File: config.mk
export PLATFORM = sky130hd
export DESIGN_NAME = cnn_accel_top
export DESIGN_NICKNAME = d
export VERILOG_FILES = /design/src/rtl/cnn_pkg.sv /design/src/rtl/cmd_fifo.sv /design/src/rtl/csb.sv /design/src/rtl/conv_unit.sv /design/src/rtl/pool_max_3x3.sv /design/src/rtl/cnn_accel_top.sv
export SDC_FILE = /design/constraint.sdc
export NUM_CORES = 2
export LEC_CHECK = 0
export BUFFER_PORTS_ARGS = -buffer_cell sky130_fd_sc_hd__buf_2
export CAP_MARGIN = 0
export CORE_MARGIN = 5
export CORE_UTILIZATION = 55
export CTS_BUF_LIST = sky130_fd_sc_hd__clkbuf_2 sky130_fd_sc_hd__clkbuf_4 sky130_fd_sc_hd__clkbuf_8
export CTS_CLUSTER_DIAMETER = 100
export DETAILED_ROUTE_END_ITERATION = 8
export PLACE_DENSITY = 0.77
export SLEW_MARGIN = 20
export SYNTH_ARGS = -nofsm -noshare
export SYNTH_HDL_FRONTEND = slang
export SYNTH_SLANG_ARGS = --single-unit
File: constraint.sdc
create_clock -name clk -period 34.8 [get_ports clk]
set_input_delay 3.48 -clock clk [delete_from_list [all_inputs] [get_ports clk]]
set_output_delay 3.48 -clock clk [all_outputs]
set_load 0.02 [all_outputs]
File: src/rtl/cnn_pkg.sv
`default_nettype none

package cnn_pkg;

    // Element and bus widths
    localparam int DATA_W = 16;
    localparam int WORD_W = 32;
    localparam int ACC_W  = 36;

    // Word 0 of a command holds the opcode and word 1 the write-back address
    localparam int CMD_WORDS = 2;

    // Elements in a 3x3 window
    localparam int WIN = 9;

    // Image burst lengths in words
    localparam int DATA_BURST   = 5;
    localparam int DATA_BURST_P = 6;

    // Weight/bias burst lengths in words
    localparam int WB_BURST   = 6;
    localparam int WB_BURST_P = 8;

    localparam int CMD_DEPTH = 16;

    typedef enum logic [7:0] {
        op_idle        = 8'd0,
        op_conv3       = 8'd1,
        op_conv3_conv1 = 8'd2,
        op_pool3       = 8'd3
    } op_e;

    typedef enum logic [2:0] {
        st_idle,
        st_collect,
        st_issue,
        st_wait,
        st_finish
    } csb_state_e;

endpackage

`default_nettype wire

File: src/rtl/cmd_fifo.sv
`default_nettype none
`timescale 1ns/1ns

module cmd_fifo import cnn_pkg::*; (
    input  logic              clk,
    input  logic              rst_n,
    input  logic              wr_en,
    input  logic [WORD_W-1:0] wdata,
    input  logic              rd_en,
    output logic [WORD_W-1:0] rdata,
    output logic              full,
    output logic              empty
);

    logic [WORD_W-1:0]            mem [CMD_DEPTH];
    logic [$clog2(CMD_DEPTH)-1:0] wr_ptr;
    logic [$clog2(CMD_DEPTH)-1:0] rd_ptr;
    logic [$clog2(CMD_DEPTH):0]   count;
    logic                         do_wr;
    logic                         do_rd;

    assign full  = (count == CMD_DEPTH);
    assign empty = (count == 0);
    assign do_wr = wr_en && !full;
    assign do_rd = rd_en && !empty;

    // Head word always shows on rdata
    assign rdata = mem[rd_ptr];

    always_ff @(posedge clk or negedge rst_n) begin
        if (!rst_n) begin
            wr_ptr <= '0;
            rd_ptr <= '0;
            count  <= '0;
        end else begin
            if (do_wr) wr_ptr <= wr_ptr + 1'b1;
            if (do_rd) rd_ptr <= rd_ptr + 1'b1;
            if (do_wr && !do_rd) count <= count + 1'b1;
            else if (do_rd && !do_wr) count <= count - 1'b1;
        end
    end

    always_ff @(posedge clk) begin
        if (do_wr) mem[wr_ptr] <= wdata;
    end

endmodule

`default_nettype wire

File: src/rtl/csb.sv
`default_nettype none
`timescale 1ns/1ns

module csb import cnn_pkg::*; (
    input  logic                  clk,
    input  logic                  rst_n,
    input  logic                  op_en,
    input  logic [WORD_W-1:0]     cmd_rdata,
    input  logic                  cmd_empty,
    output logic                  cmd_rd_en,
    input  logic [WORD_W-1:0]     data,
    input  logic                  im_empty,
    output logic                  im_rd_en,
    input  logic [WORD_W-1:0]     weightbias,
    input  logic                  iwb_empty,
    output logic                  iwb_rd_en,
    output logic                  conv_req,
    output logic                  use_1x1,
    input  logic                  conv_ack,
    input  logic [DATA_W-1:0]     conv_res_3x3,
    input  logic [DATA_W-1:0]     conv_res_1x1,
    output logic                  pool_req,
    input  logic                  pool_ack,
    input  logic [DATA_W-1:0]     pool_res,
    output logic [WIN*DATA_W-1:0] im_win,
    output logic [WIN*DATA_W-1:0] iw_win,
    output logic [DATA_W-1:0]     ib_3x3,
    output logic [DATA_W-1:0]     im_1x1,
    output logic [DATA_W-1:0]     iw_1x1,
    output logic [DATA_W-1:0]     ib_1x1,
    output logic                  wr_en,
    output logic [WORD_W-1:0]     wr_addr,
    output logic [DATA_W-1:0]     wr_data,
    output logic                  irq
);

    csb_state_e                     state;
    csb_state_e                     after_cmd;
    op_e                            opcode;
    logic [$clog2(CMD_WORDS)-1:0]   cmd_cnt;
    logic [WORD_W-1:0]              base_addr;
    logic [3:0]                     im_cnt;
    logic [3:0]                     wb_cnt;
    logic [3:0]                     im_tail;
    logic [3:0]                     wb_tail;
    logic                           wr_second;
    logic                           conv_done;
    logic                           pool_done;

    assign use_1x1 = (opcode == op_conv3_conv1);

    // Burst position where the packed window ends
    assign im_tail = use_1x1 ? 4'd2 : 4'd1;
    assign wb_tail = use_1x1 ? 4'd3 : 4'd1;

    assign cmd_rd_en = (state == st_collect) && !cmd_empty;
    assign im_rd_en  = (state == st_issue) && (im_cnt != 0) && !im_empty;
    assign iwb_rd_en = (state == st_issue) && (wb_cnt != 0) && !iwb_empty;
    assign irq       = (state == st_finish);

    assign conv_done = (state == st_wait) && !wr_second && conv_req && conv_ack;
    assign pool_done = (state == st_wait) && !wr_second && pool_req && pool_ack;
    assign after_cmd = cmd_empty ? st_finish : st_collect;

    always_ff @(posedge clk or negedge rst_n) begin
        if (!rst_n) begin
            state     <= st_idle;
            opcode    <= op_idle;
            cmd_cnt   <= '0;
            im_cnt    <= '0;
            wb_cnt    <= '0;
            conv_req  <= 1'b0;
            pool_req  <= 1'b0;
            wr_second <= 1'b0;
            wr_en     <= 1'b0;
        end else begin
            wr_en <= 1'b0;
            case (state)
                st_idle: begin
                    if (op_en) state <= st_collect;
                end
                st_collect: begin
                    if (!cmd_empty) begin
                        if (cmd_cnt == 0) opcode <= op_e'(cmd_rdata[7:0]);
                        if (cmd_cnt == CMD_WORDS - 1) begin
                            cmd_cnt <= '0;
                            state   <= st_issue;
                            case (opcode)
                                op_conv3: begin
                                    im_cnt <= 4'(DATA_BURST);
                                    wb_cnt <= 4'(WB_BURST);
                                end
                                op_conv3_conv1: begin
                                    im_cnt <= 4'(DATA_BURST_P);
                                    wb_cnt <= 4'(WB_BURST_P);
                                end
                                op_pool3: begin
                                    im_cnt <= 4'(DATA_BURST);
                                    wb_cnt <= '0;
                                end
                                // Nothing to load or compute for an unknown opcode
                                default: state <= st_wait;
                            endcase
                        end else begin
                            cmd_cnt <= cmd_cnt + 1'b1;
                        end
                    end else if (cmd_cnt == 0) begin
                        state <= st_finish;
                    end
                end
                st_issue: begin
                    if (im_rd_en) im_cnt <= im_cnt - 1'b1;
                    if (iwb_rd_en) wb_cnt <= wb_cnt - 1'b1;
                    // Both bursts in and the target unit has released ack
                    if (im_cnt == 0 && wb_cnt == 0 && !conv_ack && !pool_ack) begin
                        state <= st_wait;
                        if (opcode == op_pool3) pool_req <= 1'b1;
                        else conv_req <= 1'b1;
                    end
                end
                st_wait: begin
                    if (wr_second) begin
                        wr_second <= 1'b0;
                        wr_en     <= 1'b1;
                        state     <= after_cmd;
                    end else if (conv_done) begin
                        conv_req <= 1'b0;
                        wr_en    <= 1'b1;
                        if (use_1x1) wr_second <= 1'b1;
                        else state <= after_cmd;
                    end else if (pool_done) begin
                        pool_req <= 1'b0;
                        wr_en    <= 1'b1;
                        state    <= after_cmd;
                    end else if (!conv_req && !pool_req) begin
                        state <= after_cmd;
                    end
                end
                st_finish: begin
                    if (!op_en) state <= st_idle;
                end
                default: state <= st_idle;
            endcase
        end
    end

    // Operand windows, address and write data
    always_ff @(posedge clk) begin
        if (cmd_rd_en && cmd_cnt == CMD_WORDS - 1) base_addr <= cmd_rdata;

        if (im_rd_en) begin
            if (im_cnt > im_tail) im_win <= {im_win[WIN*DATA_W-WORD_W-1:0], data};
            else if (im_cnt == im_tail) im_win <= {im_win[WIN*DATA_W-DATA_W-1:0],
                                                   data[DATA_W-1:0]};
            else im_1x1 <= data[DATA_W-1:0];
        end

        if (iwb_rd_en) begin
            if (wb_cnt > wb_tail + 4'd1) begin
                iw_win <= {iw_win[WIN*DATA_W-WORD_W-1:0], weightbias};
            end else if (wb_cnt == wb_tail + 4'd1) begin
                iw_win <= {iw_win[WIN*DATA_W-DATA_W-1:0], weightbias[DATA_W-1:0]};
            end else if (use_1x1 && wb_cnt == 4'd3) begin
                iw_1x1 <= weightbias[DATA_W-1:0];
            end else if (use_1x1 && wb_cnt == 4'd1) begin
                ib_1x1 <= weightbias[DATA_W-1:0];
            end else begin
                ib_3x3 <= weightbias[DATA_W-1:0];
            end
        end

        if (wr_second) begin
            wr_addr <= base_addr + WORD_W'(1);
            wr_data <= conv_res_1x1;
        end else if (conv_done) begin
            wr_addr <= base_addr;
            wr_data <= conv_res_3x3;
        end else if (pool_done) begin
            wr_addr <= base_addr;
            wr_data <= pool_res;
        end
    end

endmodule

`default_nettype wire

File: src/rtl/conv_unit.sv
`default_nettype none
`timescale 1ns/1ns

module conv_unit import cnn_pkg::*; (
    input  logic                  clk,
    input  logic                  rst_n,
    input  logic                  req,
    input  logic                  use_1x1,
    input  logic [WIN*DATA_W-1:0] im_win,
    input  logic [WIN*DATA_W-1:0] iw_win,
    input  logic [DATA_W-1:0]     ib_3x3,
    input  logic [DATA_W-1:0]     im_1x1,
    input  logic [DATA_W-1:0]     iw_1x1,
    input  logic [DATA_W-1:0]     ib_1x1,
    output logic                  ack,
    output logic [DATA_W-1:0]     res_3x3,
    output logic [DATA_W-1:0]     res_1x1
);

    logic                     start;
    logic                     busy;
    logic                     use_1x1_q;
    logic [3:0]               tap;
    logic signed [ACC_W-1:0]  acc;
    logic signed [ACC_W-1:0]  prod;
    logic signed [ACC_W-1:0]  sum_3x3;
    logic signed [ACC_W-1:0]  sum_1x1;

    function automatic logic [DATA_W-1:0] relu_sat(input logic signed [ACC_W-1:0] v);
        if (v < 0) return '0;
        else if (v > ACC_W'({1'b0, {(DATA_W-1){1'b1}}})) return {1'b0, {(DATA_W-1){1'b1}}};
        else return v[DATA_W-1:0];
    endfunction

    assign start = req && !busy && !ack;

    // Element 0 sits in the top slice of each window
    assign prod = $signed(im_win[(WIN-1-tap)*DATA_W +: DATA_W])
                * $signed(iw_win[(WIN-1-tap)*DATA_W +: DATA_W]);

    assign sum_3x3 = acc + $signed(ib_3x3);
    assign sum_1x1 = $signed(im_1x1) * $signed(iw_1x1) + $signed(ib_1x1);

    always_ff @(posedge clk or negedge rst_n) begin
        if (!rst_n) begin
            busy      <= 1'b0;
            tap       <= '0;
            ack       <= 1'b0;
            use_1x1_q <= 1'b0;
        end else begin
            if (ack && !req) ack <= 1'b0;
            if (start) begin
                busy      <= 1'b1;
                tap       <= 4'd1;
                use_1x1_q <= use_1x1;
            end else if (busy) begin
                // Extra step after the last tap for bias and ReLU
                if (tap == WIN) begin
                    busy <= 1'b0;
                    tap  <= '0;
                    ack  <= 1'b1;
                end else begin
                    tap <= tap + 1'b1;
                end
            end
        end
    end

    always_ff @(posedge clk) begin
        if (start) acc <= prod;
        else if (busy && tap != WIN) acc <= acc + prod;

        if (busy && tap == WIN) begin
            res_3x3 <= relu_sat(sum_3x3);
            res_1x1 <= use_1x1_q ? relu_sat(sum_1x1) : '0;
        end
    end

endmodule

`default_nettype wire

File: src/rtl/pool_max_3x3.sv
`default_nettype none
`timescale 1ns/1ns

module pool_max_3x3 import cnn_pkg::*; (
    input  logic                  clk,
    input  logic                  rst_n,
    input  logic                  req,
    input  logic [WIN*DATA_W-1:0] im_win,
    output logic                  ack,
    output logic [DATA_W-1:0]     res
);

    logic signed [DATA_W-1:0] max_val;

    // Signed maximum over the nine window elements
    always_comb begin
        max_val = $signed(im_win[0 +: DATA_W]);
        for (int i = 1; i < WIN; i++) begin
            if ($signed(im_win[i*DATA_W +: DATA_W]) > max_val)
                max_val = $signed(im_win[i*DATA_W +: DATA_W]);
        end
    end

    always_ff @(posedge clk or negedge rst_n) begin
        if (!rst_n) begin
            ack <= 1'b0;
        end else if (req && !ack) begin
            ack <= 1'b1;
        end else if (!req) begin
            ack <= 1'b0;
        end
    end

    always_ff @(posedge clk) begin
        if (req && !ack) res <= max_val;
    end

endmodule

`default_nettype wire

File: src/rtl/cnn_accel_top.sv
`default_nettype none
`timescale 1ns/1ns

module cnn_accel_top import cnn_pkg::*; (
    input  logic              clk,
    input  logic              rst_n,
    input  logic              op_en,
    input  logic              cmd_wr_en,
    input  logic [WORD_W-1:0] cmd_wdata,
    output logic              cmd_full,
    input  logic [WORD_W-1:0] data,
    input  logic              im_empty,
    output logic              im_rd_en,
    input  logic [WORD_W-1:0] weightbias,
    input  logic              iwb_empty,
    output logic              iwb_rd_en,
    output logic              wr_en,
    output logic [WORD_W-1:0] wr_addr,
    output logic [DATA_W-1:0] wr_data,
    output logic              irq
);

    logic [WORD_W-1:0]     cmd_rdata;
    logic                  cmd_empty;
    logic                  cmd_rd_en;
    logic                  conv_req;
    logic                  conv_ack;
    logic                  use_1x1;
    logic [DATA_W-1:0]     conv_res_3x3;
    logic [DATA_W-1:0]     conv_res_1x1;
    logic                  pool_req;
    logic                  pool_ack;
    logic [DATA_W-1:0]     pool_res;
    logic [WIN*DATA_W-1:0] im_win;
    logic [WIN*DATA_W-1:0] iw_win;
    logic [DATA_W-1:0]     ib_3x3;
    logic [DATA_W-1:0]     im_1x1;
    logic [DATA_W-1:0]     iw_1x1;
    logic [DATA_W-1:0]     ib_1x1;

    cmd_fifo u_cmd_fifo (
        .clk   (clk),
        .rst_n (rst_n),
        .wr_en (cmd_wr_en),
        .wdata (cmd_wdata),
        .rd_en (cmd_rd_en),
        .rdata (cmd_rdata),
        .full  (cmd_full),
        .empty (cmd_empty)
    );

    csb u_csb (
        .clk          (clk),
        .rst_n        (rst_n),
        .op_en        (op_en),
        .cmd_rdata    (cmd_rdata),
        .cmd_empty    (cmd_empty),
        .cmd_rd_en    (cmd_rd_en),
        .data         (data),
        .im_empty     (im_empty),
        .im_rd_en     (im_rd_en),
        .weightbias   (weightbias),
        .iwb_empty    (iwb_empty),
        .iwb_rd_en    (iwb_rd_en),
        .conv_req     (conv_req),
        .use_1x1      (use_1x1),
        .conv_ack     (conv_ack),
        .conv_res_3x3 (conv_res_3x3),
        .conv_res_1x1 (conv_res_1x1),
        .pool_req     (pool_req),
        .pool_ack     (pool_ack),
        .pool_res     (pool_res),
        .im_win       (im_win),
        .iw_win       (iw_win),
        .ib_3x3       (ib_3x3),
        .im_1x1       (im_1x1),
        .iw_1x1       (iw_1x1),
        .ib_1x1       (ib_1x1),
        .wr_en        (wr_en),
        .wr_addr      (wr_addr),
        .wr_data      (wr_data),
        .irq          (irq)
    );

    conv_unit u_conv (
        .clk     (clk),
        .rst_n   (rst_n),
        .req     (conv_req),
        .use_1x1 (use_1x1),
        .im_win  (im_win),
        .iw_win  (iw_win),
        .ib_3x3  (ib_3x3),
        .im_1x1  (im_1x1),
        .iw_1x1  (iw_1x1),
        .ib_1x1  (ib_1x1),
        .ack     (conv_ack),
        .res_3x3 (conv_res_3x3),
        .res_1x1 (conv_res_1x1)
    );

    pool_max_3x3 u_pool (
        .clk    (clk),
        .rst_n  (rst_n),
        .req    (pool_req),
        .im_win (im_win),
        .ack    (pool_ack),
        .res    (pool_res)
    );

endmodule

`default_nettype wire

==> impl_metrics.ini <==
[clock_tree]
clk_latency_ns = 0.93
cts_buffers = 174
cts_resized = 0
clock-sinks = 1073
cts_root_buf = clkbuf_8
clk_pin_slew_ns = 0.07
cts_setup_buffers = 0
postCtsHoldBufs = 0
clock_path_buffers = 3
h-tree-depth = 4
cts_tree = yes

[synthesis]
ys_warn_count = 0
yosys.area.top_type = edfxtp_1
synth_edf_count = 1028
synth_area_per_cell_um2 = 12.8
yosysUniqueCellTypes = 93
synthDominantCellAreaShare_pct = 43.0
syn-cell-area_um2 = 71800
yosysSeqAreaShare_pct = 44.5
async_flop_share_pct = 4.19
ys_ff_latch = 1073
syn_inst = 5630
synth_area_leaders = edfxtp_1, fa_1, mux4_2
synth_ff_type = edfxtp_1

[placement]
gp_congestion = 0.948
port_buffers = 154
dpl.hpwl_um = 127000

[drt]
vias = 46100
ant_nets = 0
drt_iter0_markers = 4475
drc = 0
wl_um = 180000
wl_per_cell_um = 23.4
drt_first_pass_iters = 6
viasPerCell = 5.99

[grt]
gr-total-overflow = 0
grt_pass1_vias = 47500
grt_usage_pct = 26.5
grt_pass1_wl_um = 277000
antenna_found_initial = 26
grt_max_degree = 89

[timing]
layout_min_cycle_time_ns = 21.22
fin_crit_sh_pct = 61.0
finalMaxSlewViolations = 0
grt_setup_unrepaired = no
fin_skew_ns = 0.0677
slew_headroom_pct = 25.7
setup_viol = 0
tightest_slew_ns = 1.11
hold_viol_final = 0
max_freq_mhz = 47.1
tns_ns = 0

[setup_path]
critPathLaunchType = flop
critPathMaxFanout = 27
crit_type = flop to flop
cpMostUsedCell = a21oi_1
worst_ep_arrival_time_ns = 21.97
critical_path_required_ns = 35.55
critPathCaptureType = flop
critPathMaxStageDelay_ns = 0.74
cpMaxStageDelayCell = nor3_1

[floorplanning]
num_rows = 132
die_x_um = 371
die-area_um2 = 138000
initial_core_util_pct = 55.4
top_level_ports = 155
die_h_um = 371
core-area_um2 = 130000

[layout]
syn_to_final_growth_pct = 9.07
nets = 6827
drive_gt1_share_pct = 17.6

[hold_path]
min_path_type = flop to flop

[outcome]
outcome = finished, final reports clean

[run]
maxCapViolCount = 0
-- kinds of logic after synthesis --
| logic type | after synthesis | synth area share [%] |
|---|---|---|
| simple gates | 1247 | 8.08 |
| other cells | 1 | 0.00522 |
| buf+inv | 949 | 5.01 |
| flops | 1073 | 44.5 |
| xor+xnor | 176 | 2.15 |
| compound gates | 698 | 6.15 |
| fa+ha+maj | 928 | 21.9 |
| mux | 558 | 12.1 |
-- stage by stage --
stage | setup WS [ns] | util [%] | area (um^2) | cells | hold WS (ns)
after detailed placement | 14.04 | 57.5 | 74600 | 7364 | 0.463
after global routing | 11.50 | 60.4 | 78300 | 7684 | 0.522
after CTS | 13.94 | 60.4 | 78300 | 7675 | 0.475
after global placement | 14.34 | 57.5 | 74600 | 7364 | 0.458
final | 13.58 | 60.4 | 78300 | 7688 | 0.470
after floorplan | 15.88 | - | 71800 | 5631 | 0.442
-- routing by layer --
layer  vias up  wire (um)  GRT usage (%)
li1      20200          -              -
met1     23200      70100           35.9
met4        22       6670           9.87
met3       399      19000           7.08
met5         -        163              0
met2      2238      83700           41.5
-- cell usage after synthesis, drive strengths merged (7+ instances only) --
library cell / count
a21o: 49
and4: 7
nor2: 285
dfrtp: 45
edfxtp: 1028
xor2: 38
and3: 44
o211ai: 11
nand3: 92
nor3: 54
clkbuf: 177
o21bai: 50
mux2i: 73
fa: 552
a21oi: 217
or3: 9
mux2: 261
buf: 47
nor2b: 36
mux4: 224
nor4: 10
nand4: 33
nand2b: 38
inv: 723
o21ai: 183
a211oi: 10
and2: 146
a31oi: 32
o31ai: 14
a21boi: 23
o21a: 41
xnor2: 138
nand2: 462
ha: 374
or2: 11
-- worst paths after layout --
kind / startpoint / to / slack (ns) / depth (start not counted)
max reg2reg: u_csb.im_win[31]$_DFFE_PP_ / u_pool.res[13]$_DFFE_PP_ / 13.58 / 105
min: u_conv.use_1x1_q$_DFFE_PN0P_ / u_conv.use_1x1_q$_DFFE_PN0P_ / 0.47 / 2
max in group asynchronous: rst_n / u_conv.tap[0]$_DFFE_PN0P_ / 31.60 / 2
min in group asynchronous: rst_n / u_cmd_fifo.wr_ptr[1]$_DFFE_PN0P_ / 2.67 / 2
min reg2reg: u_conv.use_1x1_q$_DFFE_PN0P_ / u_conv.use_1x1_q$_DFFE_PN0P_ / 0.47 / 2
max: u_csb.im_win[31]$_DFFE_PP_ / u_pool.res[13]$_DFFE_PP_ / 13.58 / 105
-- critical path, delay by kind of cell, from the launching register on --
family	cells	cell delay [ns]
DFF	1	0.45
and+or+nand+nor	33	4.92
adders and majority gates	8	2.48
AOI/OAI and AO/OA	53	10.80
muxes	2	0.78
buffers and inverters	9	1.62
-- flip-flops by register name (all words and copies together) (netlist names), 5 cells and up --
signal	count
u_cmd_fifo.count	5
u_cmd_fifo.mem	512
u_conv.acc	36
u_conv.res_1x1	16
u_conv.res_3x3	16
u_csb.base_addr	32
u_csb.ib_1x1	16
u_csb.ib_3x3	16
u_csb.im_1x1	16
u_csb.im_win	144
u_csb.iw_1x1	16
u_csb.iw_win	144
u_csb.opcode	8
u_csb.wr_addr	32
u_csb.wr_data	16
u_pool.res	16
-- cells in the final DEF (no fill, tap or decap), types with 10 or more instances in the layout --
cell	n
nor3_1	47
a21boi_1	10
nor4_1	10
nor2_4	12
o211ai_1	10
and2_1	140
o21ai_1	13
o31ai_1	13
o21a_1	40
clkinv_1	39
nand2b_1	38
nand3_1	92
clkbuf_4	62
buf_4	61
o21ai_0	167
buf_2	154
and3_1	44
nand2_1	461
ha_1	373
mux2i_1	72
inv_1	723
clkbuf_8	178
a31oi_1	31
nor2_1	273
nand4_1	33
diode_2	12
a21boi_0	13
mux4_2	224
o21bai_1	50
xor2_1	37
edfxtp_1	1028
a21o_1	49
fa_1	552
a21oi_1	217
mux2_2	261
xnor2_1	137
dfrtp_1	40
nor2b_1	34
-- layout make-up --
| cell class | count | area [um^2] |
|---|---|---|
| inverters | 724 | 2720 |
| fillers | 9882 | 51300 |
| multi-input cells | 3609 | 36500 |
| clock inverters | 71 | 753 |
| repair buffers | 217 | 1270 |
| diodes | 12 | 30.0 |
| well taps | 1742 | 2180 |
| clock buffers | 240 | 2920 |
| flip-flops and latches | 1073 | 32000 |
Power is left out: the tool's default activity adds up to more than one toggle a clock period on the data nets, which glitch-free logic cannot reach.
